`config.mk`:
```
export PLATFORM = sky130hd
export DESIGN_NAME = lc3_datapath_top
export DESIGN_NICKNAME = d
export VERILOG_FILES = /design/src/lc3_isa_pkg.sv /design/src/lc3_ctrl_pkg.sv /design/src/lc3_exec.sv /design/src/lc3_reg_file.sv /design/src/lc3_bus_unit.sv /design/src/lc3_control.sv /design/src/lc3_datapath_top.sv
export SDC_FILE = /design/constraint.sdc
export NUM_CORES = 1
export LEC_CHECK = 0
export ABC_AREA = 1
export BUFFER_PORTS_ARGS = -buffer_cell sky130_fd_sc_hd__buf_2
export CORE_MARGIN = 3
export CORE_UTILIZATION = 40
export CTS_CLUSTER_SIZE = 28
export DETAILED_ROUTE_END_ITERATION = 8
export SLEW_MARGIN = 10
export SYNTH_ARGS = -nofsm -noshare
export SYNTH_HDL_FRONTEND = slang
export SYNTH_SLANG_ARGS = --single-unit
```
`constraint.sdc`:
```
create_clock -name clk -period 6.8 [get_ports clk]
set_clock_uncertainty 0.1 [all_clocks]
set_input_delay 1.36 -clock clk [delete_from_list [all_inputs] [get_ports clk]]
set_output_delay 1.36 -clock clk [all_outputs]
set_load 0.1 [all_outputs]
```
`src/lc3_isa_pkg.sv`:
```
`default_nettype none

package lc3_isa_pkg;

    localparam int WORD_W   = 16;
    localparam int NUM_REGS = 8;

    typedef logic [WORD_W-1:0] word_t;
    typedef logic [2:0]        reg_idx_t;

    typedef enum logic [3:0] {
        OP_BR  = 4'b0000,
        OP_ADD = 4'b0001,
        OP_LD  = 4'b0010,
        OP_ST  = 4'b0011,
        OP_AND = 4'b0101,
        OP_NOT = 4'b1001,
        OP_LEA = 4'b1110
    } opcode_t;

    // ========================================
    // instruction fields
    // ========================================
    localparam int OPC_LSB = 12;
    localparam int DR_LSB  = 9;     // also the source of ST
    localparam int NZP_LSB = 9;     // BR condition bits
    localparam int SR1_LSB = 6;
    localparam int SR2_LSB = 0;
    localparam int IMM_BIT = 5;     // set for imm5 form
    localparam int IMM5_W  = 5;
    localparam int OFF6_W  = 6;
    localparam int OFF9_W  = 9;

    // condition codes, one hot
    localparam logic [2:0] NZP_N = 3'b100;
    localparam logic [2:0] NZP_Z = 3'b010;
    localparam logic [2:0] NZP_P = 3'b001;

    localparam word_t PC_RESET = 16'h3000;

endpackage

`default_nettype wire

```
`src/lc3_ctrl_pkg.sv`:
```
`default_nettype none

package lc3_ctrl_pkg;

    // ========================================
    // datapath select encodings
    // ========================================
    typedef enum logic [1:0] {
        BUS_ADDR = 2'b00,
        BUS_ALU  = 2'b01,
        BUS_MDR  = 2'b10,
        BUS_PC   = 2'b11
    } bus_sel_t;

    typedef enum logic [1:0] {
        PC_INC  = 2'b00,
        PC_ADDR = 2'b10,
        PC_BUS  = 2'b11
    } pc_sel_t;

    typedef enum logic {
        ADDR1_PC  = 1'b0,
        ADDR1_SR1 = 1'b1
    } addr1_sel_t;

    typedef enum logic [1:0] {
        ADDR2_ZERO = 2'b00,
        ADDR2_OFF6 = 2'b01,
        ADDR2_OFF9 = 2'b10
    } addr2_sel_t;

    typedef enum logic [1:0] {
        ALU_ADD  = 2'b00,
        ALU_AND  = 2'b01,
        ALU_NOT  = 2'b10,
        ALU_PASS = 2'b11
    } alu_op_t;

    // register number selects
    localparam logic DR_SEL_R7  = 1'b0;
    localparam logic DR_SEL_IR  = 1'b1;     // IR[11:9]
    localparam logic SR1_SEL_HI = 1'b0;     // IR[11:9]
    localparam logic SR1_SEL_LO = 1'b1;     // IR[8:6]

    // ========================================
    // memory port
    // ========================================
    localparam int MEM_CREDITS = 2;
    localparam int CREDIT_W    = $clog2(MEM_CREDITS + 1);

endpackage

`default_nettype wire

```
`src/lc3_exec.sv`:
```
`timescale 1ns/1ps
`default_nettype none

module lc3_exec (
    input  lc3_isa_pkg::word_t       ir,
    input  lc3_isa_pkg::word_t       sr1_val,
    input  lc3_isa_pkg::word_t       sr2_val,
    input  lc3_isa_pkg::word_t       pc,
    input  lc3_ctrl_pkg::alu_op_t    alu_op,
    input  lc3_ctrl_pkg::addr1_sel_t addr1_sel,
    input  lc3_ctrl_pkg::addr2_sel_t addr2_sel,
    output lc3_isa_pkg::word_t       alu_out,
    output lc3_isa_pkg::word_t       addr_out
);

    import lc3_isa_pkg::*;
    import lc3_ctrl_pkg::*;

    word_t imm5;
    word_t off6;
    word_t off9;
    word_t alu_b;
    word_t addr1;
    word_t addr2;

    // sign extension
    assign imm5 = {{(WORD_W-IMM5_W){ir[IMM5_W-1]}}, ir[IMM5_W-1:0]};
    assign off6 = {{(WORD_W-OFF6_W){ir[OFF6_W-1]}}, ir[OFF6_W-1:0]};
    assign off9 = {{(WORD_W-OFF9_W){ir[OFF9_W-1]}}, ir[OFF9_W-1:0]};

    // ========================================
    // ALU
    // ========================================
    assign alu_b = ir[IMM_BIT] ? imm5 : sr2_val;

    always_comb
    begin
        case (alu_op)
            ALU_ADD: alu_out = sr1_val + alu_b;
            ALU_AND: alu_out = sr1_val & alu_b;
            ALU_NOT: alu_out = ~sr1_val;
            default: alu_out = sr1_val;     // pass
        endcase
    end

    // ========================================
    // address adder
    // ========================================
    assign addr1 = (addr1_sel == ADDR1_SR1) ? sr1_val : pc;

    always_comb
    begin
        case (addr2_sel)
            ADDR2_OFF6: addr2 = off6;
            ADDR2_OFF9: addr2 = off9;
            default:    addr2 = '0;
        endcase
    end

    assign addr_out = addr1 + addr2;

endmodule

`default_nettype wire

```
`src/lc3_reg_file.sv`:
```
`timescale 1ns/1ps
`default_nettype none

module lc3_reg_file (
    input  logic               clk,
    input  logic               rst_n,
    input  lc3_isa_pkg::word_t ir,
    input  lc3_isa_pkg::word_t bus,
    input  logic               ld_reg,
    input  logic               ld_cc,
    input  logic               dr_sel,
    input  logic               sr1_sel,
    output lc3_isa_pkg::word_t sr1_val,
    output lc3_isa_pkg::word_t sr2_val,
    output logic [2:0]         nzp
);

    import lc3_isa_pkg::*;
    import lc3_ctrl_pkg::*;

    word_t               regs [NUM_REGS];
    logic [NUM_REGS-1:0] reg_we;
    reg_idx_t            dr;
    reg_idx_t            sr1;
    reg_idx_t            sr2;

    assign dr  = (dr_sel == DR_SEL_R7) ? reg_idx_t'(3'b111) : ir[DR_LSB +: 3];
    assign sr1 = (sr1_sel == SR1_SEL_HI) ? ir[DR_LSB +: 3] : ir[SR1_LSB +: 3];
    assign sr2 = ir[SR2_LSB +: 3];

    // one write enable per register
    always_comb
    begin
        reg_we = '0;
        if (ld_reg)
            reg_we[dr] = 1'b1;
    end

    always_ff @(posedge clk or negedge rst_n)
    begin
        if (!rst_n)
            regs <= '{default: '0};
        else
            for (int i = 0; i < NUM_REGS; i++)
                if (reg_we[i])
                    regs[i] <= bus;
    end

    assign sr1_val = regs[sr1];
    assign sr2_val = regs[sr2];

    always_ff @(posedge clk or negedge rst_n)
    begin
        if (!rst_n)
            nzp <= NZP_Z;
        else if (ld_cc)
        begin
            if (bus[WORD_W-1])
                nzp <= NZP_N;
            else if (bus == '0)
                nzp <= NZP_Z;
            else
                nzp <= NZP_P;
        end
    end

endmodule

`default_nettype wire

```
`src/lc3_bus_unit.sv`:
```
`timescale 1ns/1ps
`default_nettype none

module lc3_bus_unit (
    input  logic                   clk,
    input  logic                   rst_n,
    input  logic                   ld_ir,
    input  logic                   ld_pc,
    input  logic                   ld_mar,
    input  logic                   ld_mdr,
    input  lc3_ctrl_pkg::bus_sel_t bus_sel,
    input  lc3_ctrl_pkg::pc_sel_t  pc_sel,
    input  logic                   mio_en,
    input  lc3_isa_pkg::word_t     alu_out,
    input  lc3_isa_pkg::word_t     addr_out,
    input  lc3_isa_pkg::word_t     mem_rdata,
    output lc3_isa_pkg::word_t     bus,
    output lc3_isa_pkg::word_t     pc,
    output lc3_isa_pkg::word_t     ir,
    output lc3_isa_pkg::word_t     mar,
    output lc3_isa_pkg::word_t     mdr
);

    import lc3_isa_pkg::*;
    import lc3_ctrl_pkg::*;

    word_t pc_in;
    word_t mdr_in;

    // ========================================
    // multiplexers
    // ========================================
    always_comb
    begin
        case (bus_sel)
            BUS_ADDR: bus = addr_out;
            BUS_ALU:  bus = alu_out;
            BUS_MDR:  bus = mdr;
            default:  bus = pc;
        endcase
    end

    always_comb
    begin
        case (pc_sel)
            PC_ADDR: pc_in = addr_out;
            PC_BUS:  pc_in = bus;
            default: pc_in = pc + 16'd1;
        endcase
    end

    assign mdr_in = mio_en ? mem_rdata : bus;

    always_ff @(posedge clk or negedge rst_n)
    begin
        if (!rst_n)
        begin
            pc  <= PC_RESET;
            mar <= PC_RESET;    // first fetch address
        end
        else
        begin
            if (ld_pc)
                pc <= pc_in;
            if (ld_mar)
                mar <= bus;
        end
    end

    always_ff @(posedge clk)
    begin
        if (ld_ir)
            ir <= bus;
        if (ld_mdr)
            mdr <= mdr_in;
    end

endmodule

`default_nettype wire

```
`src/lc3_control.sv`:
```
`timescale 1ns/1ps
`default_nettype none

module lc3_control (
    input  logic                     clk,
    input  logic                     rst_n,
    input  lc3_isa_pkg::word_t       ir,
    input  logic [2:0]               nzp,
    input  logic                     mem_credit,
    input  logic                     mem_rsp_valid,
    output logic                     mem_req_valid,
    output logic                     mem_req_write,
    output logic                     ld_ir,
    output logic                     ld_pc,
    output logic                     ld_mar,
    output logic                     ld_mdr,
    output logic                     ld_reg,
    output logic                     ld_cc,
    output lc3_ctrl_pkg::bus_sel_t   bus_sel,
    output lc3_ctrl_pkg::pc_sel_t    pc_sel,
    output logic                     mio_en,
    output logic                     dr_sel,
    output logic                     sr1_sel,
    output lc3_ctrl_pkg::alu_op_t    alu_op,
    output lc3_ctrl_pkg::addr1_sel_t addr1_sel,
    output lc3_ctrl_pkg::addr2_sel_t addr2_sel
);

    import lc3_isa_pkg::*;
    import lc3_ctrl_pkg::*;

    typedef enum logic [3:0] {
        S_IDLE,
        S_FETCH,
        S_FETCH_WAIT,
        S_LOAD_IR,
        S_DECODE,
        S_EXEC,
        S_LD_ISSUE,
        S_LD_WAIT,
        S_LD_WB,
        S_ST_MDR,
        S_ST_ISSUE
    } state_t;

    state_t              state;
    state_t              state_next;
    logic [CREDIT_W-1:0] credits;
    logic                has_credit;
    logic                br_taken;
    opcode_t             opcode;

    assign opcode     = opcode_t'(ir[OPC_LSB +: $bits(opcode_t)]);
    assign br_taken   = |(ir[NZP_LSB +: 3] & nzp);
    assign has_credit = (credits != '0);

    // ========================================
    // credit counter
    // ========================================
    always_ff @(posedge clk or negedge rst_n)
    begin
        if (!rst_n)
            credits <= CREDIT_W'(MEM_CREDITS);
        else if (mem_req_valid && !mem_credit)
            credits <= credits - CREDIT_W'(1);
        else if (!mem_req_valid && mem_credit)
            credits <= credits + CREDIT_W'(1);
    end

    always_ff @(posedge clk or negedge rst_n)
    begin
        if (!rst_n)
            state <= S_IDLE;
        else
            state <= state_next;
    end

    // ========================================
    // control word
    // ========================================
    always_comb
    begin
        state_next    = state;
        mem_req_valid = 1'b0;
        mem_req_write = 1'b0;
        ld_ir         = 1'b0;
        ld_pc         = 1'b0;
        ld_mar        = 1'b0;
        ld_mdr        = 1'b0;
        ld_reg        = 1'b0;
        ld_cc         = 1'b0;
        bus_sel       = BUS_PC;
        pc_sel        = PC_INC;
        mio_en        = 1'b0;
        dr_sel        = DR_SEL_IR;
        sr1_sel       = SR1_SEL_LO;
        alu_op        = ALU_PASS;
        addr1_sel     = ADDR1_PC;
        addr2_sel     = ADDR2_ZERO;
        case (state)
            S_IDLE:
                state_next = S_FETCH;
            S_FETCH:
                if (has_credit)
                begin
                    mem_req_valid = 1'b1;       // MAR holds PC here
                    ld_pc         = 1'b1;
                    state_next    = S_FETCH_WAIT;
                end
            S_FETCH_WAIT:
                if (mem_rsp_valid)
                begin
                    mio_en     = 1'b1;
                    ld_mdr     = 1'b1;
                    state_next = S_LOAD_IR;
                end
            S_LOAD_IR:
            begin
                bus_sel    = BUS_MDR;
                ld_ir      = 1'b1;
                state_next = S_DECODE;
            end
            S_DECODE:
            begin
                ld_mar     = 1'b1;              // next PC, or data address
                state_next = S_EXEC;
                if (opcode == OP_LD || opcode == OP_ST)
                begin
                    bus_sel    = BUS_ADDR;
                    addr2_sel  = ADDR2_OFF9;
                    state_next = (opcode == OP_LD) ? S_LD_ISSUE : S_ST_MDR;
                end
            end
            S_EXEC:
            begin
                state_next = S_FETCH;
                case (opcode)
                    OP_ADD, OP_AND, OP_NOT:
                    begin
                        alu_op  = (opcode == OP_ADD) ? ALU_ADD :
                                  (opcode == OP_AND) ? ALU_AND : ALU_NOT;
                        bus_sel = BUS_ALU;
                        ld_reg  = 1'b1;
                        ld_cc   = 1'b1;
                    end
                    OP_LEA:
                    begin
                        addr2_sel = ADDR2_OFF9;
                        bus_sel   = BUS_ADDR;
                        ld_reg    = 1'b1;               // leaves CC alone
                    end
                    OP_BR:
                        if (br_taken)
                        begin
                            addr2_sel = ADDR2_OFF9;
                            bus_sel   = BUS_ADDR;
                            pc_sel    = PC_ADDR;
                            ld_pc     = 1'b1;
                            ld_mar    = 1'b1;           // fetch from target
                        end
                    default:
                        ;                               // unknown opcode is a nop
                endcase
            end
            S_LD_ISSUE:
                if (has_credit)
                begin
                    mem_req_valid = 1'b1;
                    ld_mar        = 1'b1;       // MAR back to PC
                    state_next    = S_LD_WAIT;
                end
            S_LD_WAIT:
                if (mem_rsp_valid)
                begin
                    mio_en     = 1'b1;
                    ld_mdr     = 1'b1;
                    state_next = S_LD_WB;
                end
            S_LD_WB:
            begin
                bus_sel    = BUS_MDR;
                ld_reg     = 1'b1;
                ld_cc      = 1'b1;
                state_next = S_FETCH;
            end
            S_ST_MDR:
            begin
                sr1_sel    = SR1_SEL_HI;
                bus_sel    = BUS_ALU;
                ld_mdr     = 1'b1;
                state_next = S_ST_ISSUE;
            end
            S_ST_ISSUE:
                if (has_credit)
                begin
                    mem_req_valid = 1'b1;
                    mem_req_write = 1'b1;       // posted, no response
                    ld_mar        = 1'b1;
                    state_next    = S_FETCH;
                end
            default:
                state_next = S_IDLE;
        endcase
    end

endmodule

`default_nettype wire

```
`src/lc3_datapath_top.sv`:
```
`timescale 1ns/1ps
`default_nettype none

module lc3_datapath_top (
    input  logic               clk,
    input  logic               rst_n,
    input  logic               mem_credit,
    input  logic               mem_rsp_valid,
    input  lc3_isa_pkg::word_t mem_rdata,
    output logic               mem_req_valid,
    output logic               mem_req_write,
    output lc3_isa_pkg::word_t mem_addr,
    output lc3_isa_pkg::word_t mem_wdata
);

    import lc3_isa_pkg::*;
    import lc3_ctrl_pkg::*;

    // control word
    logic       ld_ir;
    logic       ld_pc;
    logic       ld_mar;
    logic       ld_mdr;
    logic       ld_reg;
    logic       ld_cc;
    bus_sel_t   bus_sel;
    pc_sel_t    pc_sel;
    logic       mio_en;
    logic       dr_sel;
    logic       sr1_sel;
    alu_op_t    alu_op;
    addr1_sel_t addr1_sel;
    addr2_sel_t addr2_sel;

    // datapath
    word_t      bus;
    word_t      pc;
    word_t      ir;
    word_t      sr1_val;
    word_t      sr2_val;
    word_t      alu_out;
    word_t      addr_out;
    logic [2:0] nzp;

    lc3_control u_control (
        .clk           (clk),
        .rst_n         (rst_n),
        .ir            (ir),
        .nzp           (nzp),
        .mem_credit    (mem_credit),
        .mem_rsp_valid (mem_rsp_valid),
        .mem_req_valid (mem_req_valid),
        .mem_req_write (mem_req_write),
        .ld_ir         (ld_ir),
        .ld_pc         (ld_pc),
        .ld_mar        (ld_mar),
        .ld_mdr        (ld_mdr),
        .ld_reg        (ld_reg),
        .ld_cc         (ld_cc),
        .bus_sel       (bus_sel),
        .pc_sel        (pc_sel),
        .mio_en        (mio_en),
        .dr_sel        (dr_sel),
        .sr1_sel       (sr1_sel),
        .alu_op        (alu_op),
        .addr1_sel     (addr1_sel),
        .addr2_sel     (addr2_sel)
    );

    lc3_bus_unit u_bus (
        .clk       (clk),
        .rst_n     (rst_n),
        .ld_ir     (ld_ir),
        .ld_pc     (ld_pc),
        .ld_mar    (ld_mar),
        .ld_mdr    (ld_mdr),
        .bus_sel   (bus_sel),
        .pc_sel    (pc_sel),
        .mio_en    (mio_en),
        .alu_out   (alu_out),
        .addr_out  (addr_out),
        .mem_rdata (mem_rdata),
        .bus       (bus),
        .pc        (pc),
        .ir        (ir),
        .mar       (mem_addr),      // MAR drives the request address
        .mdr       (mem_wdata)
    );

    lc3_reg_file u_regs (
        .clk     (clk),
        .rst_n   (rst_n),
        .ir      (ir),
        .bus     (bus),
        .ld_reg  (ld_reg),
        .ld_cc   (ld_cc),
        .dr_sel  (dr_sel),
        .sr1_sel (sr1_sel),
        .sr1_val (sr1_val),
        .sr2_val (sr2_val),
        .nzp     (nzp)
    );

    lc3_exec u_exec (
        .ir        (ir),
        .sr1_val   (sr1_val),
        .sr2_val   (sr2_val),
        .pc        (pc),
        .alu_op    (alu_op),
        .addr1_sel (addr1_sel),
        .addr2_sel (addr2_sel),
        .alu_out   (alu_out),
        .addr_out  (addr_out)
    );

endmodule

`default_nettype wire

```
; After elaboration in Yosys (flattened, before gate mapping)
; Cells that the tools add are included.
; W data, S select, Z words.
[word_totals]
elab_cells = 137
romBits = 0
mem_bits_rw = 0
in_bits = 20
out_inout_bits = 34
memories = 0
reg_bits = 201
latchBits = 0
[op_classes]
magnitude_cmp = 4
n_eq_ne = 29
n_shift = 0
multipliers = 0
mux = 57
bitwise_logic = 5
div_mod_pow = 0
reduce_logical = 22
n_addsub = 5
[ops]
columns = cell, n
row1 = $bmux W16 S3, 2
row2 = $mux W16, 6
row3 = $pmux W16 S3, 2
row4 = $pmux W16 S2, 2
row5 = $pmux W4 S9, 1
row6 = $add A16 B16 Y16, 2
row7 = $mux W4, 7
row8 = $mux W2, 13
row9 = $eq A4 B3 Y1 const B, 5
row10 = $eq A4 B4 Y1 const B, 5
row11 = $add A16 B1 Y16 const B, 1
row12 = $and A16 B16 Y16, 1
row13 = $eq A4 B2 Y1 const B, 4
row14 = $logic_not A16 Y1, 1
row15 = $not A16 Y16, 1
row16 = $reduce_or A3 Y1, 4
row17 = $mux W1, 11
row18 = $eq A2 B2 Y1 const B, 5
row19 = $eq A4 B1 Y1 const B, 2
row20 = $ge A4 B4 Y1 const B, 2
row21 = $logic_not A4 Y1, 2
row22 = $mux W8, 1
row23 = $not A3 Y4, 2
row24 = $pmux W1 S2, 4
row25 = other kinds (22), 36

; Longest topological paths before layout
[logic_depth]
ltp_word = 12
depth_mapped = 35
depth_no_buf = 34

; Modules after synthesis
; Synthesis repeated with hierarchy kept, for this count alone.
[unflattened]
hier_cells = 2228
area_unflattened_um2 = 14690.3
[modules_own_cells]
columns = module, area_per_inst_um2, cells_each, instances
row1 = lc3_reg_file, 7713.6, 1144, 1
row2 = lc3_bus_unit, 3709.8, 485, 1
row3 = lc3_exec, 2518.7, 472, 1
row4 = lc3_control, 748.2, 127, 1

; Worst setup path after synthesis
; OpenSTA, ideal clock, no wires.
[synth_path]
kind = register -> register
from = register u_control.state[1]
to = register u_bus.mdr[14], data pin
stages_incl_launch_ff = 33
setup_time_ns = 0.265
period_less_slack_ns = 4.216
t_arrival_ns = 3.851
setup_slack_ns = 2.584
path_cell_list = dfrtp_1 -> nand2_1 -> inv_1 -> nand2_1 -> inv_1 -> nor2_1 -> inv_1 -> o21ai_0 -> inv_1 -> nand2_1 -> nor2_2 -> inv_1 -> buf_2 -> nor2_1 -> ha_1 -> fa_1 -> nand3_1 -> nand2_1 -> nand2_1 -> nand2_1 -> a21boi_0 -> o21ai_0 -> a21oi_1 -> nor2_1 -> nor2_1 -> xnor2_1 -> nand2_1 -> nand2_1 -> inv_1 -> nand2_1 -> nand2_1 -> buf_2 -> o21ai_1
[synth_via]
elab_chain_len = 10
elab_cells_between_ends = 34
[synth_lines]
columns = element, line_no
row1 = "start, declared", lc3_control.sv:46  ; state_t state;
row2 = "start signal, assigned", lc3_control.sv:75  ; state <= state_next;
row3 = $eq A4 B4 Y1, lc3_control.sv:100  ; case (state)
row4 = $mux W3, lc3_reg_file.sv:28  ; assign sr1 = (sr1_sel == SR1_SEL_HI) ? ir[DR_LSB +: 3] : ir[SR1_LSB +: 3];
row5 = $not A3 Y4 (implied by the code), lc3_reg_file.sv:49  ; assign sr1_val = regs[sr1];
row6 = $bmux W16 S3, lc3_reg_file.sv:49
row7 = $mux W16 (implied by the code) (2 in series), lc3_reg_file.sv:49
row8 = "$add A16 B16 Y16, or another cell as far along", lc3_exec.sv:39  ; ALU_ADD: alu_out = sr1_val + alu_b;
row9 = $pmux W16 S3, lc3_exec.sv:38  ; case (alu_op)
row10 = $pmux W16 S3, lc3_bus_unit.sv:35  ; case (bus_sel)
row11 = $mux W16 (*), lc3_bus_unit.sv:52  ; assign mdr_in = mio_en ? mem_rdata : bus;
row12 = net u_bus.mdr_in[14], lc3_bus_unit.sv:28  ; word_t mdr_in;
row13 = "end signal, assigned", lc3_bus_unit.sv:75  ; mdr <= mdr_in;
row14 = "end, declared", lc3_bus_unit.sv:21  ; output lc3_isa_pkg::word_t mdr
; The timed path passes the listed nets; every way through them passes the cells marked *. The select of a mux whose other input is x is not followed.
; A chain may end at the register's enable or synchronous reset.

; Worst setup path in the final report
[layout_path]
from = register u_control.state[1]
to = register u_regs.nzp[0]
[layout_via]
elab_chain_len = 12
elab_cells_between_ends = 33
[layout_lines]
columns = element, line_no
row1 = $eq A4 B4 Y1, lc3_control.sv:100
row2 = $mux W3, lc3_reg_file.sv:28
row3 = $not A3 Y4 (implied by the code), lc3_reg_file.sv:49
row4 = $bmux W16 S3, lc3_reg_file.sv:49
row5 = $mux W16 (implied by the code) (2 in series), lc3_reg_file.sv:49
row6 = "$add A16 B16 Y16, or another cell as far along", lc3_exec.sv:39
row7 = $pmux W16 S3, lc3_exec.sv:38
row8 = $pmux W16 S3, lc3_bus_unit.sv:35
row9 = $logic_not A16 Y1, lc3_reg_file.sv:60  ; else if (bus == '0)
row10 = $mux W2, lc3_reg_file.sv:60
row11 = $mux W3, lc3_reg_file.sv:58  ; if (bus[WORD_W-1])
row12 = "end signal, assigned", lc3_reg_file.sv:59  ; nzp <= NZP_N;
row13 = "end signal, assigned", lc3_reg_file.sv:61  ; nzp <= NZP_Z;
row14 = "end signal, assigned", lc3_reg_file.sv:63  ; nzp <= NZP_P;
row15 = "end, declared", lc3_reg_file.sv:15  ; output logic [2:0] nzp
; Several ways; a longest one is shown, not always the timed one. The select of a mux whose other input is x is not followed.

==> qor.yml <==
drtAntennaViolNets: 0
cp-endpoint: "u_regs.nzp[0]"
place_hpwl_um: 30660
start_util: 0.4124
syn_area_mm2: 0.01321
wl_per_cell_um: 19.38
synth_top_area_cell: "dfrtp_1"
hp-class: "reg -> reg"
max_stage_delay_ns: 0.44
final_common_cell: "nand2_1"
via_per_inst: 5.555
critPathTopFamily: "simple AND/OR/NAND/NOR gates"
track_usage: 0.2533
arrival_ns: 5.71
ios: 54
period_share: 0.7923
numCtsBuffers: 24
max_freq_mhz: 185.6
pwr-share-seq: 0.265
first_global_vias: 12140
fp-row-count: 65
nets: 1926
finalSetupTns_ns: 0
reg2reg_to: "u_regs.nzp[0]"
setup_viol_count_final: 0
p_comb_frac: 0.558
worst_slack_ns: 1.412
core-area_mm2: 0.03204
post_cts_resized: 0
grt_pass1_wl_um: 70850
power.density_mw_per_mm2: 551.8
drtIter0Drc: 1265
max_cap_viol_count: 0
drv_slew: 0
cts_setup_buffers: 0
synth_nets: 1929
htree_num_levels: 1
path_clk_slew_ns: 0.06
drive_above_1_share: 0.09153
reg2reg_from: "u_control.state[1]"
intPower_mw: 3.805
drc: 0
path_buf_inv: 6
cts_buffer_depth: 3
via_count: 12920
clkPwrFrac: 0.177
pre_cts_slack_ns: 1.503
final_cell_mix: "nand2_1, o21ai_0, inv_1"
cts.sinks: 201
worstHoldStart: "u_bus.mar[5]"
crit_path_top_delay_cell: "dfrtp_1"
crit_required_ns: 7.12
finalInstanceArea_mm2: 0.01462
antenna_found_initial: 0
clk_latency_ns: 0.54
synth_seq_cells: 201
drtPass1Iterations: 5
cp.depth: 33
whs_ns: 0.3831
peakVddDrop_v: 0.0002559
p_leak_nw: 6.758
routed_wl_um: 45080
hold_violations: 0
dieHeight_um: 187.8
finalPower_mw: 8.065
grt_max_degree: 74
synth.area.top_cells: "dfrtp_1, nand2_1, o21ai_0"
p_sw_mw: 4.260
met2_usage: 0.3884
die_area_mm2: 0.03525
worstSetupStartpointType: "flip-flop"
path_class: "reg -> reg"
placed_cell_area_mm2: 0.01373
cp_max_fo: 15
grt.met1_usage: 0.3681
max_slew_margin: 0.2336
startpoint: "u_control.state[1]"
rrSetupSlack_ns: 1.41
yosys_warnings: 0
end_kind: "flip-flop"
status: "finished, final reports clean"
rr_worst_depth: 33
p_sw_frac: 0.5282
gr-total-overflow: 0
synth_edf_count: 32
synth_area_per_cell_um2: 7.047
cts_tree: "done"
postCtsHoldBufs: 0
synthFlopType: "dfrtp_1"
ys_types: 47
syn_to_final_growth_pct: 10.61
path_common_cell: "nand2_1"
worst_slew_pin_slew_ns: 1.148
post_synth_inst_count: 1875
fin_crit_ns: 5.388
grt_util_met3: 0.03103
gp_congestion: 0.9581
ys_seq_area_frac: 0.3933
die_x_um: 187.8
synth_top_area_share: 0.3087
synthArstFlopShare: 0.8408
rsz0062_at_grt: "false"
clockRootBuffer: "clkbuf_16"
portBuffers: 53
grt.busiest_layer: "met2"
## power by group through the flow
stage          Combinational, mW  Clock (mW)  Sequential [mW]
2_1_floorplan               2.80           0             2.52
3_3_place_gp                4.40           0             2.13
3_5_place_dp                4.43           0             2.13
4_1_cts                     4.45        1.46             2.12
5_1_grt                     4.99        1.52             2.19
6_report                    4.50        1.43             2.13
## layer usage
| metal | up-vias | routed length (um) |
|---|---|---|
| met5 | - | 0 |
| met4 | 0 | 1515 |
| met3 | 94 | 3517 |
| met2 | 577 | 19800 |
| met1 | 6050 | 20240 |
| li1 | 6201 | - |
## area by class of cell
class | count | area [um^2]
Inverter | 191 | 716.9
Clock inverter | 11 | 173.9
Antenna cell | 1 | 2.502
Fill cell | 3332 | 17430
Timing Repair Buffer | 77 | 451.7
Tap cell | 435 | 544.3
Sequential cell | 201 | 5197
Multi-Input combinational cell | 1377 | 6820
Clock buffer | 33 | 708.2
## synthesized netlist by cell type (2+ instances only)
| master | n |
|---|---|
| xor2_1 | 17 |
| a21oi_1 | 81 |
| inv_2 | 13 |
| o21ai_2 | 10 |
| nand3_1 | 163 |
| o21a_1 | 4 |
| nand4_1 | 8 |
| o211ai_1 | 31 |
| a22oi_1 | 5 |
| edfxtp_1 | 32 |
| a32o_1 | 7 |
| xnor2_1 | 7 |
| o221ai_1 | 4 |
| a31oi_1 | 6 |
| nor2_4 | 3 |
| a221oi_1 | 11 |
| o21ai_0 | 202 |
| nor2_1 | 99 |
| nand2_2 | 11 |
| buf_1 | 3 |
| buf_2 | 25 |
| dfrtp_1 | 163 |
| buf_4 | 4 |
| nor3_1 | 16 |
| nand3b_1 | 5 |
| o21ai_4 | 3 |
| nor4_1 | 5 |
| o22ai_1 | 10 |
| dfstp_2 | 6 |
| inv_1 | 177 |
| nand3_2 | 2 |
| a211oi_1 | 12 |
| clkbuf_1 | 69 |
| or2_2 | 3 |
| ha_1 | 33 |
| buf_6 | 5 |
| nand2_1 | 579 |
| nor2_2 | 2 |
| o21ai_1 | 31 |
## metrics by stage
step	util	instances
3_5_place_dp	0.4285	2281
5_1_grt	0.4560	2325
3_3_place_gp	0.4285	2281
4_1_cts	0.4560	2325
6_report	0.4561	2326
2_1_floorplan	-	1875
## worst min path at each step
stage | end | slack, ns | cells past startpoint
final | u_bus.mar[5] | 0.38 | 2
after global routing | u_regs.nzp[1] | 0.40 | 2
after CTS | u_regs.nzp[1] | 0.39 | 2
after detailed placement | u_bus.mar[7] | 0.37 | 2
after global placement | u_bus.mar[7] | 0.37 | 2
after floorplan | u_regs.nzp[1] | 0.35 | 2
## tightest hold or removal path, stage by stage (launching register included)
cell     delay [ns]
dfrtp_1        0.34
nand2_1        0.05
o21ai_0        0.06
## registers in the layout, indices dropped and copies added, names as in the netlist
signal             count
u_bus.mdr             16
u_bus.pc              16
u_control.state        4
u_bus.mar             16
u_regs.regs          128
u_regs.nzp             3
u_control.credits      2
u_bus.ir              16
## logic make-up (layout without fill, tap and decap cells)
group / Yosys count / after routing / synth area share
AND/OR/NAND/NOR: 898 / 898 / 0.2831
AO/OA/AOI/OAI: 421 / 421 / 0.1842
buffers and inverters: 297 / 312 / 0.09071
flip-flops: 201 / 201 / 0.3933
adder cells (fa/ha/maj): 34 / 34 / 0.03276
XOR/XNOR: 24 / 24 / 0.01591
other: 0 / 1 / 0
No activity file was read; power rests on OpenSTA's default activity.
